[src/logic/icache_pkg.sv]
`default_nettype none

package icache_pkg;

    localparam int WAYS = 4;
    localparam int LINE_BEATS = 4;

    typedef logic [31:0] addr_t;
    // Address bits 31 to 9 with 16 sets
    typedef logic [22:0] tag_t;
    typedef logic [4:0] offset_t;
    // Room for up to 256 sets
    typedef logic [7:0] set_t;
    typedef logic [31:0] word_t;
    typedef logic [255:0] line_t;
    typedef logic [63:0] beat_t;
    typedef logic [1:0] way_t;
    typedef logic [2:0] plru_t;
    typedef logic [1:0] beat_count_t;

    typedef enum logic [1:0] {
        idle_s,
        compare_s,
        refill_s,
        allocate_s
    } state_t;

    typedef struct packed {
        tag_t tag;
        logic valid;
    } lookup_t;

    typedef struct packed {
        way_t  way;
        set_t  index;
        tag_t  tag;
        line_t line;
    } fill_t;

endpackage

`default_nettype wire

[src/logic/icache_plru.sv]
`timescale 1ns/1ps
`default_nettype none

module icache_plru #(
    parameter int SETS = 16
) (
    input  logic                    clk,
    input  logic                    reset,
    input  logic [$clog2(SETS)-1:0] index,
    input  logic                    touch,
    input  icache_pkg::way_t        touch_way,
    output icache_pkg::way_t        victim
);
    import icache_pkg::*;

    plru_t tree [SETS];
    plru_t cur;
    plru_t updated;

    assign cur = tree[index];

    // Bit 0 picks the half, bit 1 covers ways 0/1, bit 2 ways 2/3
    always_comb begin
        updated    = cur;
        updated[0] = ~touch_way[1];
        if (touch_way[1]) begin
            updated[2] = ~touch_way[0];
        end else begin
            updated[1] = ~touch_way[0];
        end
    end

    // Follow the bits down to a leaf
    always_comb begin
        if (cur[0]) begin
            victim = {1'b1, cur[2]};
        end else begin
            victim = {1'b0, cur[1]};
        end
    end

    always_ff @(posedge clk) begin
        if (reset) begin
            for (int s = 0; s < SETS; s++) begin
                tree[s] <= '0;
            end
        end else if (touch) begin
            tree[index] <= updated;
        end
    end

endmodule

`default_nettype wire

[config.mk]
export PLATFORM = sky130hd
export DESIGN_NAME = icache_plru
export DESIGN_NICKNAME = d
export VERILOG_FILES = /design/src/logic/icache_pkg.sv /design/src/logic/icache_plru.sv
export SDC_FILE = /design/constraint.sdc
export NUM_CORES = 1
export LEC_CHECK = 0
export BUFFER_PORTS_ARGS = -buffer_cell sky130_fd_sc_hd__buf_2
export CAP_MARGIN = 20
export CORE_MARGIN = 2
export CORE_UTILIZATION = 40
export CTS_CLUSTER_DIAMETER = 50
export DETAILED_ROUTE_END_ITERATION = 10
export HOLD_SLACK_MARGIN = 0.02
export PLACE_DENSITY = 0.55
export SLEW_MARGIN = 40
export SYNTH_ARGS = -nofsm -noshare
export SYNTH_HDL_FRONTEND = slang
export SYNTH_SLANG_ARGS = --single-unit
[constraint.sdc]
create_clock -name clk -period 2.9 [get_ports clk]
set_input_delay 0.58 -clock clk [delete_from_list [all_inputs] [get_ports clk]]
set_output_delay 0.58 -clock clk [all_outputs]
set_load 0.05 [all_outputs]
==> results.sh <==
export IMPL_routed_wl_mm=5.14
export IMPL_clockBufferDepth=2
export IMPL_track_usage=0.169
export IMPL_seq_area_um2=1440
export IMPL_vias=1506
export IMPL_ant_nets=0
export IMPL_reg_top3="tree x48"
export IMPL_path_cells="buf_2, mux4_2, a22oi_1, nand3_2, buf_4, a21oi_4, buf_2"
export IMPL_drv_slew=0
export IMPL_regMostFlops="tree"
export IMPL_min_period_over_period=0.962
export IMPL_crit_type="in2out"
export IMPL_port_buffers=10
export IMPL_cts_sinks=48
export IMPL_place_congestion=0.841
export IMPL_wl_per_cell_um=18.0
export IMPL_worstSkewPairLatency_ns=0.30
export IMPL_critPathLaunchType="primary input"
export IMPL_placed_area_um2=2550
export IMPL_outcome="finished, final reports clean"
export IMPL_layout_common_cells="52 x nor2_1, 48 x edfxtp_1, 17 x nand2b_1, 16 x nand2_1, 11 x buf_4"
export IMPL_power_density_nw_per_um2=551
export IMPL_htree_levels=2
export IMPL_layout_min_cycle_time_ns=2.79
export IMPL_largest_reg_flops=48
export IMPL_drive_above_1_share=0.224
export IMPL_leakage_uw=0.000973
export IMPL_start_util=0.409
export IMPL_synth_warnings=0
export IMPL_synth_cells=193
export IMPL_die_y_um=81.3
export IMPL_cts_inserted_buffers=5
export IMPL_cts_tree="done"
export IMPL_rows=28
export IMPL_syn_to_final_growth_pct=11.5
export IMPL_cts_resized=0
export IMPL_antennaDiodeCount=0
export IMPL_rsz0062_at_grt="false"
export IMPL_ir_worst_vdd_mv=0.327
export IMPL_drc=0
export IMPL_synth_yosys_seq_area_share=0.603
export IMPL_fillerInstances=551
export IMPL_min_delay_path_class="in2reg"
export IMPL_intPower_uw=1120
export IMPL_grt_pass1_vias=1477
export IMPL_min_path_cells=3
export IMPL_grt_overflow=0
export IMPL_multi_input_area_um2=880
export IMPL_syn_cell_area_um2=2390
export IMPL_cts_root_buf="clkbuf_8"
export IMPL_crit_top_cell="buf_2"
export IMPL_synthesis_nets=202
export IMPL_r2r_cells=6
export IMPL_clkPwrFrac=0.322
export IMPL_p_comb_frac=0.128
export IMPL_fin_skew_ns=0.00403
export IMPL_finalHoldViolCount=0
export IMPL_tns_ns=0
export IMPL_fmax_mhz=359
export IMPL_ioPinCount=11
export IMPL_yosysUniqueCellTypes=26
export IMPL_ctsHoldBuffers=0
export IMPL_postCtsSetupBuffers=0
export IMPL_p_sw_frac=0.240
export IMPL_max_cap_viol_count=0
export IMPL_antenna_found_initial=0
export IMPL_nets=218
export IMPL_dp_hpwl_mm=3.66
export IMPL_chipWidth_um=81.3
export IMPL_path_clk_slew_ns=0.08
export IMPL_drt_pass1_iterations=4
export IMPL_crit_fanout=10
export IMPL_crit_path_max_incr_delay_ns=0.52
export IMPL_core_um2=5850
export IMPL_slowest_stage="mux4_2"
export IMPL_via_per_inst=5.28
export IMPL_final_common_cell="nor2_1"
export IMPL_required_ns=2.32
export IMPL_initialDrtViolationCount=109
export IMPL_end_kind="primary output"
export IMPL_setup_viol=0
export IMPL_synth_seq_cells=48
export IMPL_grt_max_degree=20
export IMPL_die_area_um2=6610
export IMPL_final_area_um2=2670
export IMPL_synth_avg_cell_area_um2=12.4
export IMPL_tightest_slew_ns=0.561
export IMPL_grt_pass1_wl_mm=7.96
export IMPL_cp_arrival_ns=2.21
export IMPL_maxSlewHeadroom=0.625
export IMPL_seqPwrFrac=0.549
export IMPL_p_switching_uw=352
[worst paths after layout]
| check | from | end | slack [ns] |
|---|---|---|---|
| worst min register to register | tree[7][1] | tree[11][1] | 1.16 |
| worst max register to register | tree[13][2] | tree[13][2] | 1.02 |
| worst max-delay path | index[0] | victim[0] | 0.11 |
| worst min-delay path | touch_way[0] | tree[11][1] | 0.78 |
[metrics by stage]
| step | util | worst slack, ns | cells | hold WS, ns | power (uW) |
|---|---|---|---|---|---|
| after floorplan | - | 0.00794 | 193 | 0.853 | 955 |
| after global placement | 0.436 | 0.113 | 277 | 1.09 | 1010 |
| after detailed placement | 0.436 | 0.0681 | 277 | 1.08 | 1010 |
| after CTS | 0.455 | 0.0659 | 285 | 0.768 | 1470 |
| after global routing | 0.456 | 0.0282 | 285 | 0.800 | 1520 |
| final | 0.456 | 0.111 | 285 | 0.777 | 1470 |
[cells by family after synthesis]
family,Yosys count,share of synthesized area
AO/OA/AOI/OAI,12,0.0555
buffers and inverters,15,0.0382
flip-flops,48,0.603
multiplexers,16,0.110
AND/OR/NAND/NOR,102,0.194
[metal layers]
layer | global-route usage | vias to the layer above | wire, um
met5 | 0 | - | 0
met4 | 0.0458 | 0 | 65
met3 | 0.0311 | 7 | 184
met2 | 0.279 | 30 | 2630
met1 | 0.229 | 750 | 2250
li1 | - | 719 | -
[power by group through the flow]
stage	Clock (uW)	Combinational (uW)	Sequential, uW
after CTS	477	188	807
after detailed placement	0	187	823
final	473	188	806
after global placement	0	183	823
after floorplan	0	142	813
after global routing	506	203	809
[cell type report]
class / instances / area share
inverters: 3 / 0.00423
flip-flops and latches: 48 / 0.541
well taps: 75 / 0.0352
repair buffers: 21 / 0.0498
clock inverters: 3 / 0.0141
multi-input cells: 130 / 0.330
clock buffers: 5 / 0.0258
[critical path: cells and delay by family]
family,cells,cell delay [ns]
buffers and inverters,3,0.64
multiplexers,1,0.52
AO/OA/AOI/OAI,2,0.33
AND/OR/NAND/NOR,1,0.13
[Yosys cell counts (all sizes together)]
library cell | count | area (um2)
mux2i | 6 | 60.1
a221o | 2 | 20.0
inv | 3 | 11.3
edfxtp | 48 | 1440
mux4 | 8 | 180
nor2b | 4 | 25.0
buf | 9 | 68.8
nor3b | 2 | 15.0
o21ai | 2 | 10.0
nand2 | 16 | 60.1
o31ai | 2 | 42.5
a22oi | 1 | 7.51
nor3 | 2 | 10.0
nand2b | 17 | 106
clkbuf | 3 | 11.3
a311oi | 2 | 30.0
and3 | 1 | 6.26
nand3 | 6 | 30.0
mux2 | 2 | 22.5
nor2 | 53 | 201
a21oi | 3 | 22.5
and3b | 1 | 8.76
No activity file was read; power rests on OpenSTA's default activity.
