===== src/logic/icache_pkg.sv =====
`default_nettype none

package icache_pkg;

    localparam int WAYS = 4;
    localparam int LINE_BEATS = 4;

    typedef logic [31:0] addr_t;
    // Address bits 31 to 9 with 16 sets
    typedef logic [22:0] tag_t;
    typedef logic [4:0] offset_t;
    // Room for up to 256 sets
    typedef logic [7:0] set_t;
    typedef logic [31:0] word_t;
    typedef logic [255:0] line_t;
    typedef logic [63:0] beat_t;
    typedef logic [1:0] way_t;
    typedef logic [2:0] plru_t;
    typedef logic [1:0] beat_count_t;

    typedef enum logic [1:0] {
        idle_s,
        compare_s,
        refill_s,
        allocate_s
    } state_t;

    typedef struct packed {
        tag_t tag;
        logic valid;
    } lookup_t;

    typedef struct packed {
        way_t  way;
        set_t  index;
        tag_t  tag;
        line_t line;
    } fill_t;

endpackage

`default_nettype wire


===== src/logic/icache_datapath.sv =====
`timescale 1ns/1ps
`default_nettype none

module icache_datapath #(
    parameter int SETS = 16
) (
    input  logic                    clk,
    input  logic                    reset,
    input  icache_pkg::state_t      state,
    input  logic                    addr_we,
    input  icache_pkg::addr_t       cpu_addr,
    input  icache_pkg::lookup_t     lookup [icache_pkg::WAYS],
    input  icache_pkg::line_t       lines  [icache_pkg::WAYS],
    input  icache_pkg::line_t       refill_line,
    input  icache_pkg::way_t        victim,
    output logic                    hit,
    output logic [$clog2(SETS)-1:0] index,
    output logic                    touch,
    output icache_pkg::way_t        touch_way,
    output icache_pkg::fill_t       fill,
    output logic                    fill_we,
    output icache_pkg::word_t       cpu_data,
    output icache_pkg::addr_t       mem_addr
);
    import icache_pkg::*;

    localparam int IDX_W    = $clog2(SETS);
    localparam int OFFSET_W = $bits(offset_t);
    localparam int TAG_LSB  = OFFSET_W + IDX_W;
    localparam int WORD_W   = $bits(word_t);

    addr_t           req_addr;
    tag_t            req_tag;
    offset_t         req_offset;
    logic [IDX_W-1:0] req_index;
    logic [WAYS-1:0] match;
    way_t            hit_way;
    way_t            victim_q;
    line_t           hit_line;

    always_ff @(posedge clk) begin
        if (addr_we) begin
            req_addr <= cpu_addr;
        end
    end

    assign req_tag    = tag_t'(req_addr >> TAG_LSB);
    assign req_offset = req_addr[OFFSET_W-1:0];
    assign req_index  = req_addr[OFFSET_W +: IDX_W];

    // Ways read from the live address only in idle
    assign index = (state == idle_s) ? cpu_addr[OFFSET_W +: IDX_W] : req_index;

    always_comb begin
        hit_way = '0;
        for (int w = 0; w < WAYS; w++) begin
            match[w] = lookup[w].valid && (lookup[w].tag == req_tag);
            if (match[w]) begin
                hit_way = way_t'(w);
            end
        end
    end

    assign hit = |match;

    assign hit_line = lines[hit_way];
    assign cpu_data = hit_line[{req_offset[OFFSET_W-1:2], 5'b0} +: WORD_W];

    // Victim fixed at the miss, the tree may move before allocate
    always_ff @(posedge clk) begin
        if (state == compare_s && !hit) begin
            victim_q <= victim;
        end
    end

    assign touch     = (state == compare_s && hit) || (state == allocate_s);
    assign touch_way = (state == allocate_s) ? victim_q : hit_way;

    assign fill.way   = victim_q;
    assign fill.index = set_t'(req_index);
    assign fill.tag   = req_tag;
    assign fill.line  = refill_line;
    assign fill_we    = (state == allocate_s);

    assign mem_addr = {req_addr[$bits(addr_t)-1:OFFSET_W], {OFFSET_W{1'b0}}};

    // Fills only go to the victim, so a tag never sits in two ways
    assert property (@(posedge clk) disable iff (reset)
        state == compare_s |-> $onehot0(match))
        else $error("more than one way matches");

endmodule

`default_nettype wire


===== config.mk =====
export PLATFORM = sky130hd
export DESIGN_NAME = icache_datapath
export DESIGN_NICKNAME = d
export VERILOG_FILES = /design/src/logic/icache_pkg.sv /design/src/logic/icache_datapath.sv
export SDC_FILE = /design/constraint.sdc
export NUM_CORES = 1
export LEC_CHECK = 0
export BUFFER_PORTS_ARGS = -buffer_cell sky130_fd_sc_hd__buf_2
export CAP_MARGIN = 20
export CORE_AREA = 2 2 696 698
export CTS_BUF_LIST = sky130_fd_sc_hd__clkbuf_16
export CTS_CLUSTER_DIAMETER = 150
export DETAILED_ROUTE_END_ITERATION = 10
export DIE_AREA = 0 0 698 700
export PLACE_DENSITY_LB_ADDON = 0.1
export SYNTH_ARGS = -nofsm -noshare
export SYNTH_HDL_FRONTEND = slang
export SYNTH_SLANG_ARGS = --single-unit
export TNS_END_PERCENT = 5

===== constraint.sdc =====
create_clock -name clk -period 7.45 [get_ports clk]
set_input_delay 0.3725 -clock clk [delete_from_list [all_inputs] [get_ports clk]]
set_output_delay 0.3725 -clock clk [all_outputs]
set_load 0.1 [all_outputs]

==> metrics.txt <==
share of layout cells above drive strength 1 0.561; multi-input combinational cell area 9820 µm²; sequential element share of the synthesized area 0.0708; Max Used Layer met5; GRT overflow 0; number of global-route vias before repair 21428; number of buffers inserted by port buffering 1252; destination of the worst hold path req_addr[26]; num rows 255; detailed-route wire length 344 mm; DRC violation count after routing 0; number of antenna violations at the first check in global routing 374; most frequently used cell type in the post-synthesis netlist sky130_fd_sc_hd__buf_4; Yosys top cell by area sky130_fd_sc_hd__buf_4; max frequency 0.159 GHz; final setup vio count 0; Synth top cells by count 322 x sky130_fd_sc_hd__buf_4, 172 x sky130_fd_sc_hd__mux2i_1, 134 x sky130_fd_sc_hd__o21ai_0; most common flop cell mapped by yosys sky130_fd_sc_hd__edfxtp_1; cell area after synthesis 13600 µm²; Final Total Pwr 2.21 mW; number of hold buffers added after cts 0; Antenna Nets Post-Route 0; storage element area 961 µm²; Routed wire per std cell 37.3 µm; height of the chip 700 µm; Crit path required time 7080 ps; average instance area after synthesis 7.39 µm²; area of all placed cells without fillers 26400 µm²; pin count of the biggest net entering global routing 74; vias per inst 2.29; Ports 1777; Worst R2R Setup Slack 3550 ps; Setup WS pre-CTS 1170 ps; core box area 481000 µm²; starting utilization of the core area 0.0282; buffers plus inverters on the worst setup path 4; critical-path cell with the highest stage delay sky130_fd_sc_hd__a2111oi_2; max-cap viol count 0; worst setup path category flop to output pin; quantity of gates resized following cts 0; met3 routed wirelength 42.0 mm; max incr delay on CP 840 ps; post-synthesis register bit count 32; Post-Place Cell Area 26100 µm²; maximum root-to-sink buffer count 2; root buffer cell sky130_fd_sc_hd__clkbuf_16; via count 21161; kind of start point of the critical path flop; Worst Clk Skew 7.15 ps; DIE WIDTH 698 µm; setup repair after global routing missed its margin false; total number of clock tree sinks 32; critical path's top delay family simple AND/OR/NAND/NOR gates; status completed; final-layout setup total negative slack 0 ps; count of filler cells inserted in the layout 57534; P&R area growth vs syn 94.6%; clock period minus worst slack 6300 ps; wire length of the first global-routing pass 395 mm; final-layout worst hold slack 198 ps; Critical Path, Cell by Cell xnor2_1, nand4_1, or4_1, buf_4, or2_4, buf_4, and3_1, o21a_1, a2111oi_2, buf_4, nor4b_2, buf_2; placed insts 9152; min-delay worst type primary input to flop; met1 layer wirelength in the final routing 108 mm; Power Dens Cells 83.6 nW/µm²; Final Non-Filler Cells 9222; TritonCTS buffer count 5; H-tree levels 2; count of distinct cell types in the synthesized netlist 63; fin worst setup slack 1150 ps; Post-layout nets 4149; actual transition at the worst max-transition pin 1170 ps; Worst Min Path Start cpu_addr[26]; cell depth of the worst min-delay path 1; worst reg2reg path startpoint req_addr[23]; top cells by area, synth sky130_fd_sc_hd__buf_4 18%, sky130_fd_sc_hd__mux2i_1 13%, sky130_fd_sc_hd__edfxtp_1 7.1%; asr flop ratio synth 0; cell mode on critical path sky130_fd_sc_hd__buf_4; total die area 489000 µm²; Slew headroom 0.220; Warnings, synthesis 0; VDD IR max 0.0742 mV; number of flops mapped to enable cells by yosys 32; length in cells of the worst reg-to-reg path 9; Crit Path Max Fanout 43; area fraction of the dominant cell type after synthesis 0.178; gate count of the mapped netlist 1837; DP HPWL 315 mm; count of pins over their slew limit 0; Routed met2 length 182 mm; Placer Congestion 0.804; Leak 9.68 nW; final critical-path share of the clock period 0.846; TritonCTS clock tree yes; final cell utilization of the core 0.0549; Iter 0 DRT Violations 1373; total track usage 0.135; latest clock arrival within the worst-skew pair 340 ps; number of post-CTS setup repair buffers 0; FF-to-FF End victim_q[1]; final hold viol count 0; length of the first detailed-routing pass in iterations 5; element type at the critical path end output pin; worst path arrival time 5930 ps; clock slew at reported path FFs 80 ps
-- sequential cells by signal (all words and copies together) (netlist names) --
register	flops
req_addr	30
victim_q	2
-- cells by family (layout without fill, tap and decap cells) --
family | count (synthesis) | count (layout) | share of synthesized area
XOR/XNOR | 93 | 93 | 0.0600
multiplexers | 236 | 236 | 0.202
AO/OA/AOI/OAI | 573 | 573 | 0.282
other | 1 | 71 | 0.000276
flip-flops | 32 | 32 | 0.0708
buffers and inverters | 493 | 1383 | 0.230
AND/OR/NAND/NOR | 409 | 409 | 0.154
-- report_power, final --
| group | internal [mW] | switching [mW] | total [mW] |
|---|---|---|---|
| Clock | 0.123 | 0.134 | 0.257 |
| Sequential | 0.215 | 0.0476 | 0.263 |
| Combinational | 0.495 | 1.19 | 1.69 |
-- placed cells by master (no fill, tap or decap), types with 33 or more instances in the layout --
| cell | Yosys | routed |
|---|---|---|
| sky130_fd_sc_hd__buf_2 | 35 | 1251 |
| sky130_fd_sc_hd__mux2i_1 | 172 | 170 |
| sky130_fd_sc_hd__o21ai_0 | 134 | 134 |
| sky130_fd_sc_hd__nand2_1 | 129 | 125 |
| sky130_fd_sc_hd__buf_4 | 322 | 110 |
| sky130_fd_sc_hd__a21oi_1 | 109 | 109 |
| sky130_fd_sc_hd__nand3_1 | 83 | 82 |
| sky130_fd_sc_hd__xnor2_1 | 76 | 76 |
| sky130_fd_sc_hd__diode_2 | 0 | 62 |
| sky130_fd_sc_hd__a211oi_1 | 66 | 60 |
| sky130_fd_sc_hd__nor2_1 | 58 | 50 |
| sky130_fd_sc_hd__a22oi_1 | 45 | 45 |
| sky130_fd_sc_hd__o221ai_1 | 42 | 41 |
| sky130_fd_sc_hd__o22ai_1 | 40 | 40 |
| sky130_fd_sc_hd__mux2_2 | 37 | 37 |
| sky130_fd_sc_hd__nand4_1 | 33 | 33 |
-- area by class of cell --
cell class / instances / area share
diodes: 62 / 0.00588
clock buffers: 5 / 0.00474
clock inverters: 3 / 0.000569
inverters: 3 / 0.000616
multi-input cells: 1320 / 0.372
flip-flops and latches: 32 / 0.0364
well taps: 6425 / 0.304
repair buffers: 1372 / 0.276
-- worst max-delay path by stage --
| stage | start | endpoint | slack [ps] | cells past startpoint |
|---|---|---|---|---|
| final | req_addr[24] | cpu_data[2] | 1150 | 12 |
| after global placement | req_addr[18] | cpu_data[2] | 1180 | 12 |
| after detailed placement | req_addr[18] | cpu_data[2] | 1170 | 12 |
| after floorplan | req_addr[22] | cpu_data[4] | 20 | 10 |
| after global routing | req_addr[24] | cpu_data[2] | 880 | 12 |
| after CTS | req_addr[18] | cpu_data[2] | 770 | 12 |
-- worst register-to-register path, stage by stage, from the launching register on --
cell and delay (ps):
sky130_fd_sc_hd__edfxtp_1 580, sky130_fd_sc_hd__buf_4 280, sky130_fd_sc_hd__xnor2_1 240, sky130_fd_sc_hd__nand4_1 250
sky130_fd_sc_hd__nor4_4 670, sky130_fd_sc_hd__nand2_8 390, sky130_fd_sc_hd__buf_4 510, sky130_fd_sc_hd__nand4_1 410
sky130_fd_sc_hd__nor2_1 140, sky130_fd_sc_hd__and2_1 210
-- per-layer routing --
metal	vias up	global-route usage
met5	-	0.0122
met2	1842	0.261
li1	8517	-
met3	747	0.0713
met4	144	0.0233
met1	9911	0.124
No activity file was read; power rests on OpenSTA's default activity.
