File: src/logic/icache_pkg.sv
`default_nettype none

package icache_pkg;

    localparam int WAYS = 4;
    localparam int LINE_BEATS = 4;

    typedef logic [31:0] addr_t;
    // Address bits 31 to 9 with 16 sets
    typedef logic [22:0] tag_t;
    typedef logic [4:0] offset_t;
    // Room for up to 256 sets
    typedef logic [7:0] set_t;
    typedef logic [31:0] word_t;
    typedef logic [255:0] line_t;
    typedef logic [63:0] beat_t;
    typedef logic [1:0] way_t;
    typedef logic [2:0] plru_t;
    typedef logic [1:0] beat_count_t;

    typedef enum logic [1:0] {
        idle_s,
        compare_s,
        refill_s,
        allocate_s
    } state_t;

    typedef struct packed {
        tag_t tag;
        logic valid;
    } lookup_t;

    typedef struct packed {
        way_t  way;
        set_t  index;
        tag_t  tag;
        line_t line;
    } fill_t;

endpackage

`default_nettype wire

File: src/logic/refill_counter.sv
`timescale 1ns/1ps
`default_nettype none

module refill_counter (
    input  logic               clk,
    input  logic               reset,
    input  icache_pkg::state_t state,
    input  logic               mem_rvalid,
    input  icache_pkg::beat_t  mem_rdata,
    output icache_pkg::line_t  line,
    output logic               last_beat
);
    import icache_pkg::*;

    localparam int BEAT_W = $bits(beat_t);

    beat_count_t count;
    logic        take;

    assign take      = (state == refill_s) && mem_rvalid;
    assign last_beat = take && (count == beat_count_t'(LINE_BEATS - 1));

    always_ff @(posedge clk) begin
        if (reset || state != refill_s) begin
            count <= '0;
        end else if (mem_rvalid) begin
            count <= count + beat_count_t'(1);
        end
    end

    // Beat k fills bits 64k up
    always_ff @(posedge clk) begin
        if (take) begin
            line[count * BEAT_W +: BEAT_W] <= mem_rdata;
        end
    end

    // Memory only answers an open refill
    assert property (@(posedge clk) disable iff (reset)
        mem_rvalid |-> state == refill_s)
        else $error("mem_rvalid outside refill");

endmodule

`default_nettype wire

File: config.mk
export PLATFORM = sky130hd
export DESIGN_NAME = refill_counter
export DESIGN_NICKNAME = d
export VERILOG_FILES = /design/src/logic/icache_pkg.sv /design/src/logic/refill_counter.sv
export SDC_FILE = /design/constraint.sdc
export NUM_CORES = 1
export LEC_CHECK = 0
export BUFFER_PORTS_ARGS = -buffer_cell sky130_fd_sc_hd__buf_2
export CORE_ASPECT_RATIO = 1.75
export CORE_MARGIN = 5
export CORE_UTILIZATION = 45
export CTS_BUF_LIST = sky130_fd_sc_hd__clkbuf_4
export DETAILED_ROUTE_END_ITERATION = 12
export PLACE_DENSITY = 0.77
export SYNTH_ARGS = -nofsm -noshare
export SYNTH_HDL_FRONTEND = slang
export SYNTH_SLANG_ARGS = --single-unit
File: constraint.sdc
create_clock -name clk -period 3.6 [get_ports clk]
set_clock_uncertainty 0.15 [all_clocks]
set_input_delay 0.72 -clock clk [delete_from_list [all_inputs] [get_ports clk]]
set_output_delay 0.72 -clock clk [all_outputs]
set_load 0.03 [all_outputs]
==> run_results.csv, run 1 <==
group,metric,value,unit
status,status,"finished, final reports clean",
cells_and_area,syn2layout_area_growth,27.2,%
timing,fmax,322,MHz
placed_design,detailed_place_hpwl,17300,microns
logic_synthesis,syn-num-nets,659,
timing,rsz0062_at_grt,"no",
timing,maxSlewHeadroom,32.0,%
routing,num_vias,6317,
global_route,grt_first_pass_wirelength,38000,microns
placed_design,dp_cells,1162,
routing,viasPerCell,5.00,
setup_path,end_kind,"primary output",
routing,firstDrtPassIters,5,
setup_path,r2r_start,"count[0]$_SDFFE_PP0P_",
logic_synthesis,synth_top_family_by_area,"simple AND/OR/NAND/NOR gates",
setup_path,cp.arrival,2.24,ns
logic_synthesis,ys_seq_area_share,79.1,%
power,power_density,473,nW/um^2
logic_synthesis,synth_compound_area_share,0,%
logic_synthesis,synth_fa_ha_area_share,0.641,%
cells_and_area,regArea,7730,sq um
routing,wl,25900,microns
placed_design,port_buffers,325,
timing,layout_min_cycle_time,3.11,ns
floorplan,io_pins,326,
clocking,ctsHtreeMaxLevel,2,
floorplan,start_util,45.6,%
setup_path,path_class,"register to primary output",
clocking,clk_pin_slew,0.07,ns
global_route,antenna_found_initial,4,
setup_path,worstPathRequired,2.73,ns
setup_path,critPathMaxFanout,32,
cells_and_area,drive_above_1_share,44.5,%
clocking,cts.sinks,258,
global_route,grt-ovfl-total,0,
floorplan,die_w,121,microns
job,drv_cap,0,
timing,final_hold_viol_count,0,
cells_and_area,multi_input_area,1830,sq um
logic_synthesis,syn_area_per_cell,16.7,sq um
setup_path,start_kind,"register",
global_route,grt_start_max_net_pins,106,
routing,ant_nets,0,
power,leakagePower,5.30,nW
hold_path,hp-start,"reset",
logic_synthesis,ys_warn_count,0,
timing,tightest_slew,1.02,ns
cells_and_area,num-fill-cells,1696,
routing,drc,0,
timing,tns,0,ns
clocking,cts_max_path_buffers,3,
setup_path,setup.worst_path.start,"count[0]$_SDFFE_PP0P_",
floorplan,row_count,71,
floorplan,core,21400,sq um
routing,wire_per_inst,20.5,microns
timing,setup_viol,0,
clocking,numCtsBuffers,55,
clocking,hold_buffers,0,
global_route,grt_pass1_vias,6395,
logic_synthesis,synthSimpleGateAreaFrac,17.6,%
logic_synthesis,synth-seq-cells,258,
placed_design,routabilityCongestion,0.817,
logic_synthesis,ys_types,21,
clocking,cts_root_buf,"clkbuf_4",
logic_synthesis,synth_mux_area_share,0.103,%
logic_synthesis,syn_area,9760,sq um
logic_synthesis,synth_cells,585,
setup_path,r2r_cells,5,
clocking,cts_tree,"built",
timing,min_period_over_period,86.3,%
power,peakVddDrop,342,uV
timing,maxSlewViolCount,0,
clocking,clk_latency,0.63,ns
floorplan,die_h,205,microns
hold_path,holdCritPathClass,"input port to register",
cells_and_area,final_cells,1264,
clocking,cts_resized,0,
routing,drtIter0Drc,379,
logic_synthesis,synthXorXnorAreaFrac,0.0897,%
floorplan,dieArea,24900,sq um
cells_and_area,nets,1001,
hold_path,min_path_cells,3,
global_route,grt_use_total,20.2,%
clocking,cts_setup_buffers,0,
[state kept, by name, indices dropped and copies added (netlist names)]
name	count
line	256
count	2
[kinds of logic after synthesis]
logic type    count (synthesis)
simple gates                270
xor+xnor                      1
buf+inv                      50
flops                       258
fa+ha+maj                     5
mux                           1
[cells in the final DEF (no fill, tap or decap), types with 3 or more instances in the layout]
cell type / Yosys / routed
and2_1: 68 / 64
and2_4: 0 / 4
and3_1: 186 / 186
and3b_1: 4 / 4
buf_12: 0 / 3
buf_2: 4 / 325
buf_4: 3 / 5
bufinv_16: 0 / 3
clkbuf_4: 0 / 80
clkinv_1: 0 / 11
clkinv_2: 0 / 4
diode_2: 0 / 3
edfxtp_1: 256 / 256
ha_1: 5 / 5
nor3b_1: 3 / 3
[layout make-up]
class / count / area share (%)
Timing Repair Buffer: 333 / 13.9
Multi-Input combinational cell: 277 / 14.7
Tap cell: 292 / 2.94
Clock buffer: 80 / 4.84
Antenna cell: 3 / 0.0605
Inverter: 2 / 0.0605
Clock inverter: 19 / 1.25
Sequential cell: 258 / 62.2
[through the flow]
stage                     power [mW]  util (%)  cell area (sq um)  setup slack, ns  hold WS (ns)
after global placement          3.62      54.4              11700            0.869         0.392
after CTS                       5.94      58.0              12400            0.379         0.108
after detailed placement        3.63      54.4              11700            0.818         0.405
final                           5.87      58.0              12400            0.492         0.195
after global routing            6.10      58.0              12400            0.301         0.134
after floorplan                 3.51         -               9760           0.0636         0.364
[cell usage after synthesis]
| cell | n | area, sq um |
|---|---|---|
| xnor2_1 | 1 | 8.76 |
| ha_1 | 5 | 62.6 |
| buf_4 | 3 | 22.5 |
| nand2_1 | 1 | 3.75 |
| and3_1 | 186 | 1160 |
| edfxtp_1 | 256 | 7690 |
| dfxtp_1 | 2 | 40.0 |
| nor2_2 | 1 | 6.26 |
| clkbuf_1 | 14 | 52.6 |
| nor2_1 | 2 | 7.51 |
| mux2i_1 | 1 | 10.0 |
| and2_0 | 1 | 6.26 |
| inv_1 | 2 | 7.51 |
| and2_1 | 68 | 425 |
| clkbuf_2 | 27 | 135 |
| nor3b_1 | 3 | 22.5 |
| or3b_2 | 1 | 8.76 |
| buf_2 | 4 | 20.0 |
| and3b_1 | 4 | 35.0 |
| nor2b_1 | 2 | 12.5 |
| nor4bb_4 | 1 | 25.0 |
[critical path, stage by stage, from the launching register on]
cell and delay [ns]:
dfxtp_1 0.61, ha_1 0.23, and2_4 0.45, buf_2 0.32
[path summary, 6_finish.rpt]
kind | end | slack [ns]
setup / recovery | last_beat | 0.49
hold / removal | count[1]$_SDFFE_PP0P_ | 0.20
setup reg to reg | line[165]$_DFFE_PP_ | 0.91
hold reg to reg | count[1]$_SDFFE_PP0P_ | 0.42
[metal layers]
layer | GRT usage, % | routed length (microns) | vias up
met4 | 10.9 | 941 | 4
met2 | 35.6 | 14100 | 299
met5 | 0 | 34 | -
met3 | 5.36 | 1890 | 57
met1 | 21.9 | 8900 | 3047
li1 | - | - | 2910
[where the power goes]
| part | internal [mW] | total [mW] | switching, mW | leakage [nW] |
|---|---|---|---|---|
| clock network | 1.24 | 2.31 | 1.07 | 0.448 |
| logic | 0.0880 | 0.254 | 0.166 | 2.62 |
| registers | 3.30 | 3.31 | 0.00723 | 2.23 |
| total | 4.63 | 5.87 | 1.25 | 5.30 |
(Power assumes the default switching activity.)
==> run 2: changes to the inputs <==
--- a/config.mk
+++ b/config.mk
@@ -6,7 +6,6 @@
 export NUM_CORES = 1
 export LEC_CHECK = 0
 export BUFFER_PORTS_ARGS = -buffer_cell sky130_fd_sc_hd__buf_2
-export CORE_ASPECT_RATIO = 1.75
 export CORE_MARGIN = 5
 export CORE_UTILIZATION = 45
 export CTS_BUF_LIST = sky130_fd_sc_hd__clkbuf_4
==> run_results.csv, run 2 (synthesis gave the netlist of run 1 again) <==
group,metric,value,unit
setup_path,critPathSlowestCell,"dfxtp_1",
timing,fmax,338,MHz
power,switching_power,1.28,mW
setup_path,start_kind,"register",
floorplan,row_count,53,
clocking,hold_buffers,0,
timing,maxSlewViolCount,0,
clocking,cts_tree,"built",
setup_path,setup.worst_path.start,"count[0]$_SDFFE_PP0P_",
floorplan,core,21200,sq um
routing,wire_per_inst,19.8,microns
clocking,clk_pin_slew,0.06,ns
timing,setup_viol,0,
power,peakVddDrop,258,uV
status,status,"finished, final reports clean",
job,drv_cap,0,
setup_path,path_cells,"ha_1 > and2_4 > buf_2",
clocking,numCtsBuffers,67,
timing,maxSlewHeadroom,36.2,%
global_route,antenna_found_initial,2,
clocking,cts_resized,0,
setup_path,path_class,"register to primary output",
setup_path,cp_num_buf_inv,1,
power,leakagePower,5.37,nW
floorplan,die_w,157,microns
global_route,grt_use_total,19.7,%
clocking,cts_max_path_buffers,3,
routing,drtIter0Drc,434,
power,intPower,4.87,mW
placed_design,detailed_place_hpwl,16100,microns
global_route,grt_pass1_vias,6555,
cells_and_area,num-fill-cells,1681,
cells_and_area,drive_above_1_share,45.5,%
clocking,clk_latency,0.60,ns
floorplan,die_h,157,microns
clocking,cts_root_buf,"clkbuf_4",
power,switching_share,20.8,%
placed_design,dpl_cell_area,11600,sq um
cells_and_area,largest_reg_flops,256,
clocking,ctsHtreeMaxLevel,3,
setup_path,worstPathRequired,2.73,ns
routing,num_vias,6352,
floorplan,start_util,46.0,%
power,power_frac_seq,53.8,%
timing,layout_min_cycle_time,2.96,ns
cells_and_area,reg.largest.list,"line (256), count (2)",
routing,ant_nets,0,
setup_path,r2r_start,"count[0]$_SDFFE_PP0P_",
cells_and_area,final_common_cell,"buf_2",
cells_and_area,syn2layout_area_growth,28.1,%
clocking,cts_setup_buffers,0,
placed_design,port_buffers,325,
power,totalPowerFinal,6.15,mW
floorplan,dieArea,24700,sq um
timing,tns,0,ns
setup_path,max_stage_delay,0.59,ns
cells_and_area,nets,1014,
routing,firstDrtPassIters,4,
global_route,grt_first_pass_wirelength,37300,microns
routing,wl,24900,microns
setup_path,critPathMaxFanout,27,
clocking,cts.sinks,258,
global_route,grt_start_max_net_pins,96,
setup_path,cp_top_family,"flip-flops",
power,p_clk_share,42.1,%
cells_and_area,regMostFlops,"line",
placed_design,routabilityCongestion,0.764,
global_route,grt-ovfl-total,0,
routing,viasPerCell,5.06,
cells_and_area,final_cell_mix,"buf_2 (325), edfxtp_1 (256), and3_1 (186)",
setup_path,cp.arrival,2.09,ns
floorplan,io_pins,326,
setup_path,end_kind,"primary output",
routing,drc,0,
timing,rsz0062_at_grt,"no",
hold_path,holdCritPathClass,"input port to register",
cells_and_area,design_area,12500,sq um
power,power_frac_comb,4.1,%
power,power_density,492,nW/um^2
timing,min_period_over_period,82.2,%
timing,final_hold_viol_count,0,
hold_path,hp-start,"reset",
timing,tightest_slew,0.957,ns
==> run 2: area by class of cell <==
class / instances / area [sq um] / share of cell area, %
Timing Repair Buffer: 334 / 1730 / 13.8
Clock buffer: 94 / 706 / 5.64
Inverter: 2 / 7.51 / 0.0600
Tap cell: 275 / 344 / 2.75
Antenna cell: 1 / 2.50 / 0.0200
Clock inverter: 14 / 159 / 1.27
Multi-Input combinational cell: 277 / 1830 / 14.6
Sequential cell: 258 / 7730 / 61.8
==> run 2: worst paths after layout <==
kind	slack [ns]	end	cells past startpoint
worst max-delay path	0.64	last_beat	3
worst min-delay path	0.24	count[0]$_SDFFE_PP0P_	3
worst min register to register	0.44	count[1]$_SDFFE_PP0P_	2
worst max register to register	0.95	line[188]$_DFFE_PP_	5
==> run 2: routing by layer <==
| layer | vias to the layer above | track usage (%) | wire length (microns) |
|---|---|---|---|
| met2 | 322 | 32.9 | 12500 |
| met3 | 58 | 7.15 | 2590 |
| met5 | - | 0 | 7 |
| li1 | 2939 | - | - |
| met4 | 2 | 8.48 | 771 |
| met1 | 3031 | 23.2 | 8960 |
==> run 2: metrics by stage <==
step | hold WS [ns] | util (%) | setup slack, ns | cells
finish | 0.235 | 58.9 | 0.641 | 1255
global route | 0.162 | 58.9 | 0.471 | 1255
CTS | 0.162 | 58.9 | 0.537 | 1254
detailed placement | 0.426 | 54.9 | 0.876 | 1146
global placement | 0.398 | 54.9 | 0.929 | 1146
floorplan | 0.364 | - | 0.0636 | 585
==> run 2: worst register-to-register path, delay by kind of cell (launching register included) <==
| family | cells | cell delay [ns] |
|---|---|---|
| DFF | 1 | 0.59 |
| and+or+nand+nor | 2 | 0.82 |
| buffers and inverters | 2 | 0.45 |
| adders and majority gates | 1 | 0.50 |
==> run 2: power groups by stage <==
stage	sequential [mW]	combinational (mW)	clock, mW
global placement	3.37	0.248	0
CTS	3.31	0.257	2.66
finish	3.31	0.254	2.59
global route	3.31	0.279	2.83
floorplan	3.43	0.0892	0
detailed placement	3.37	0.255	0
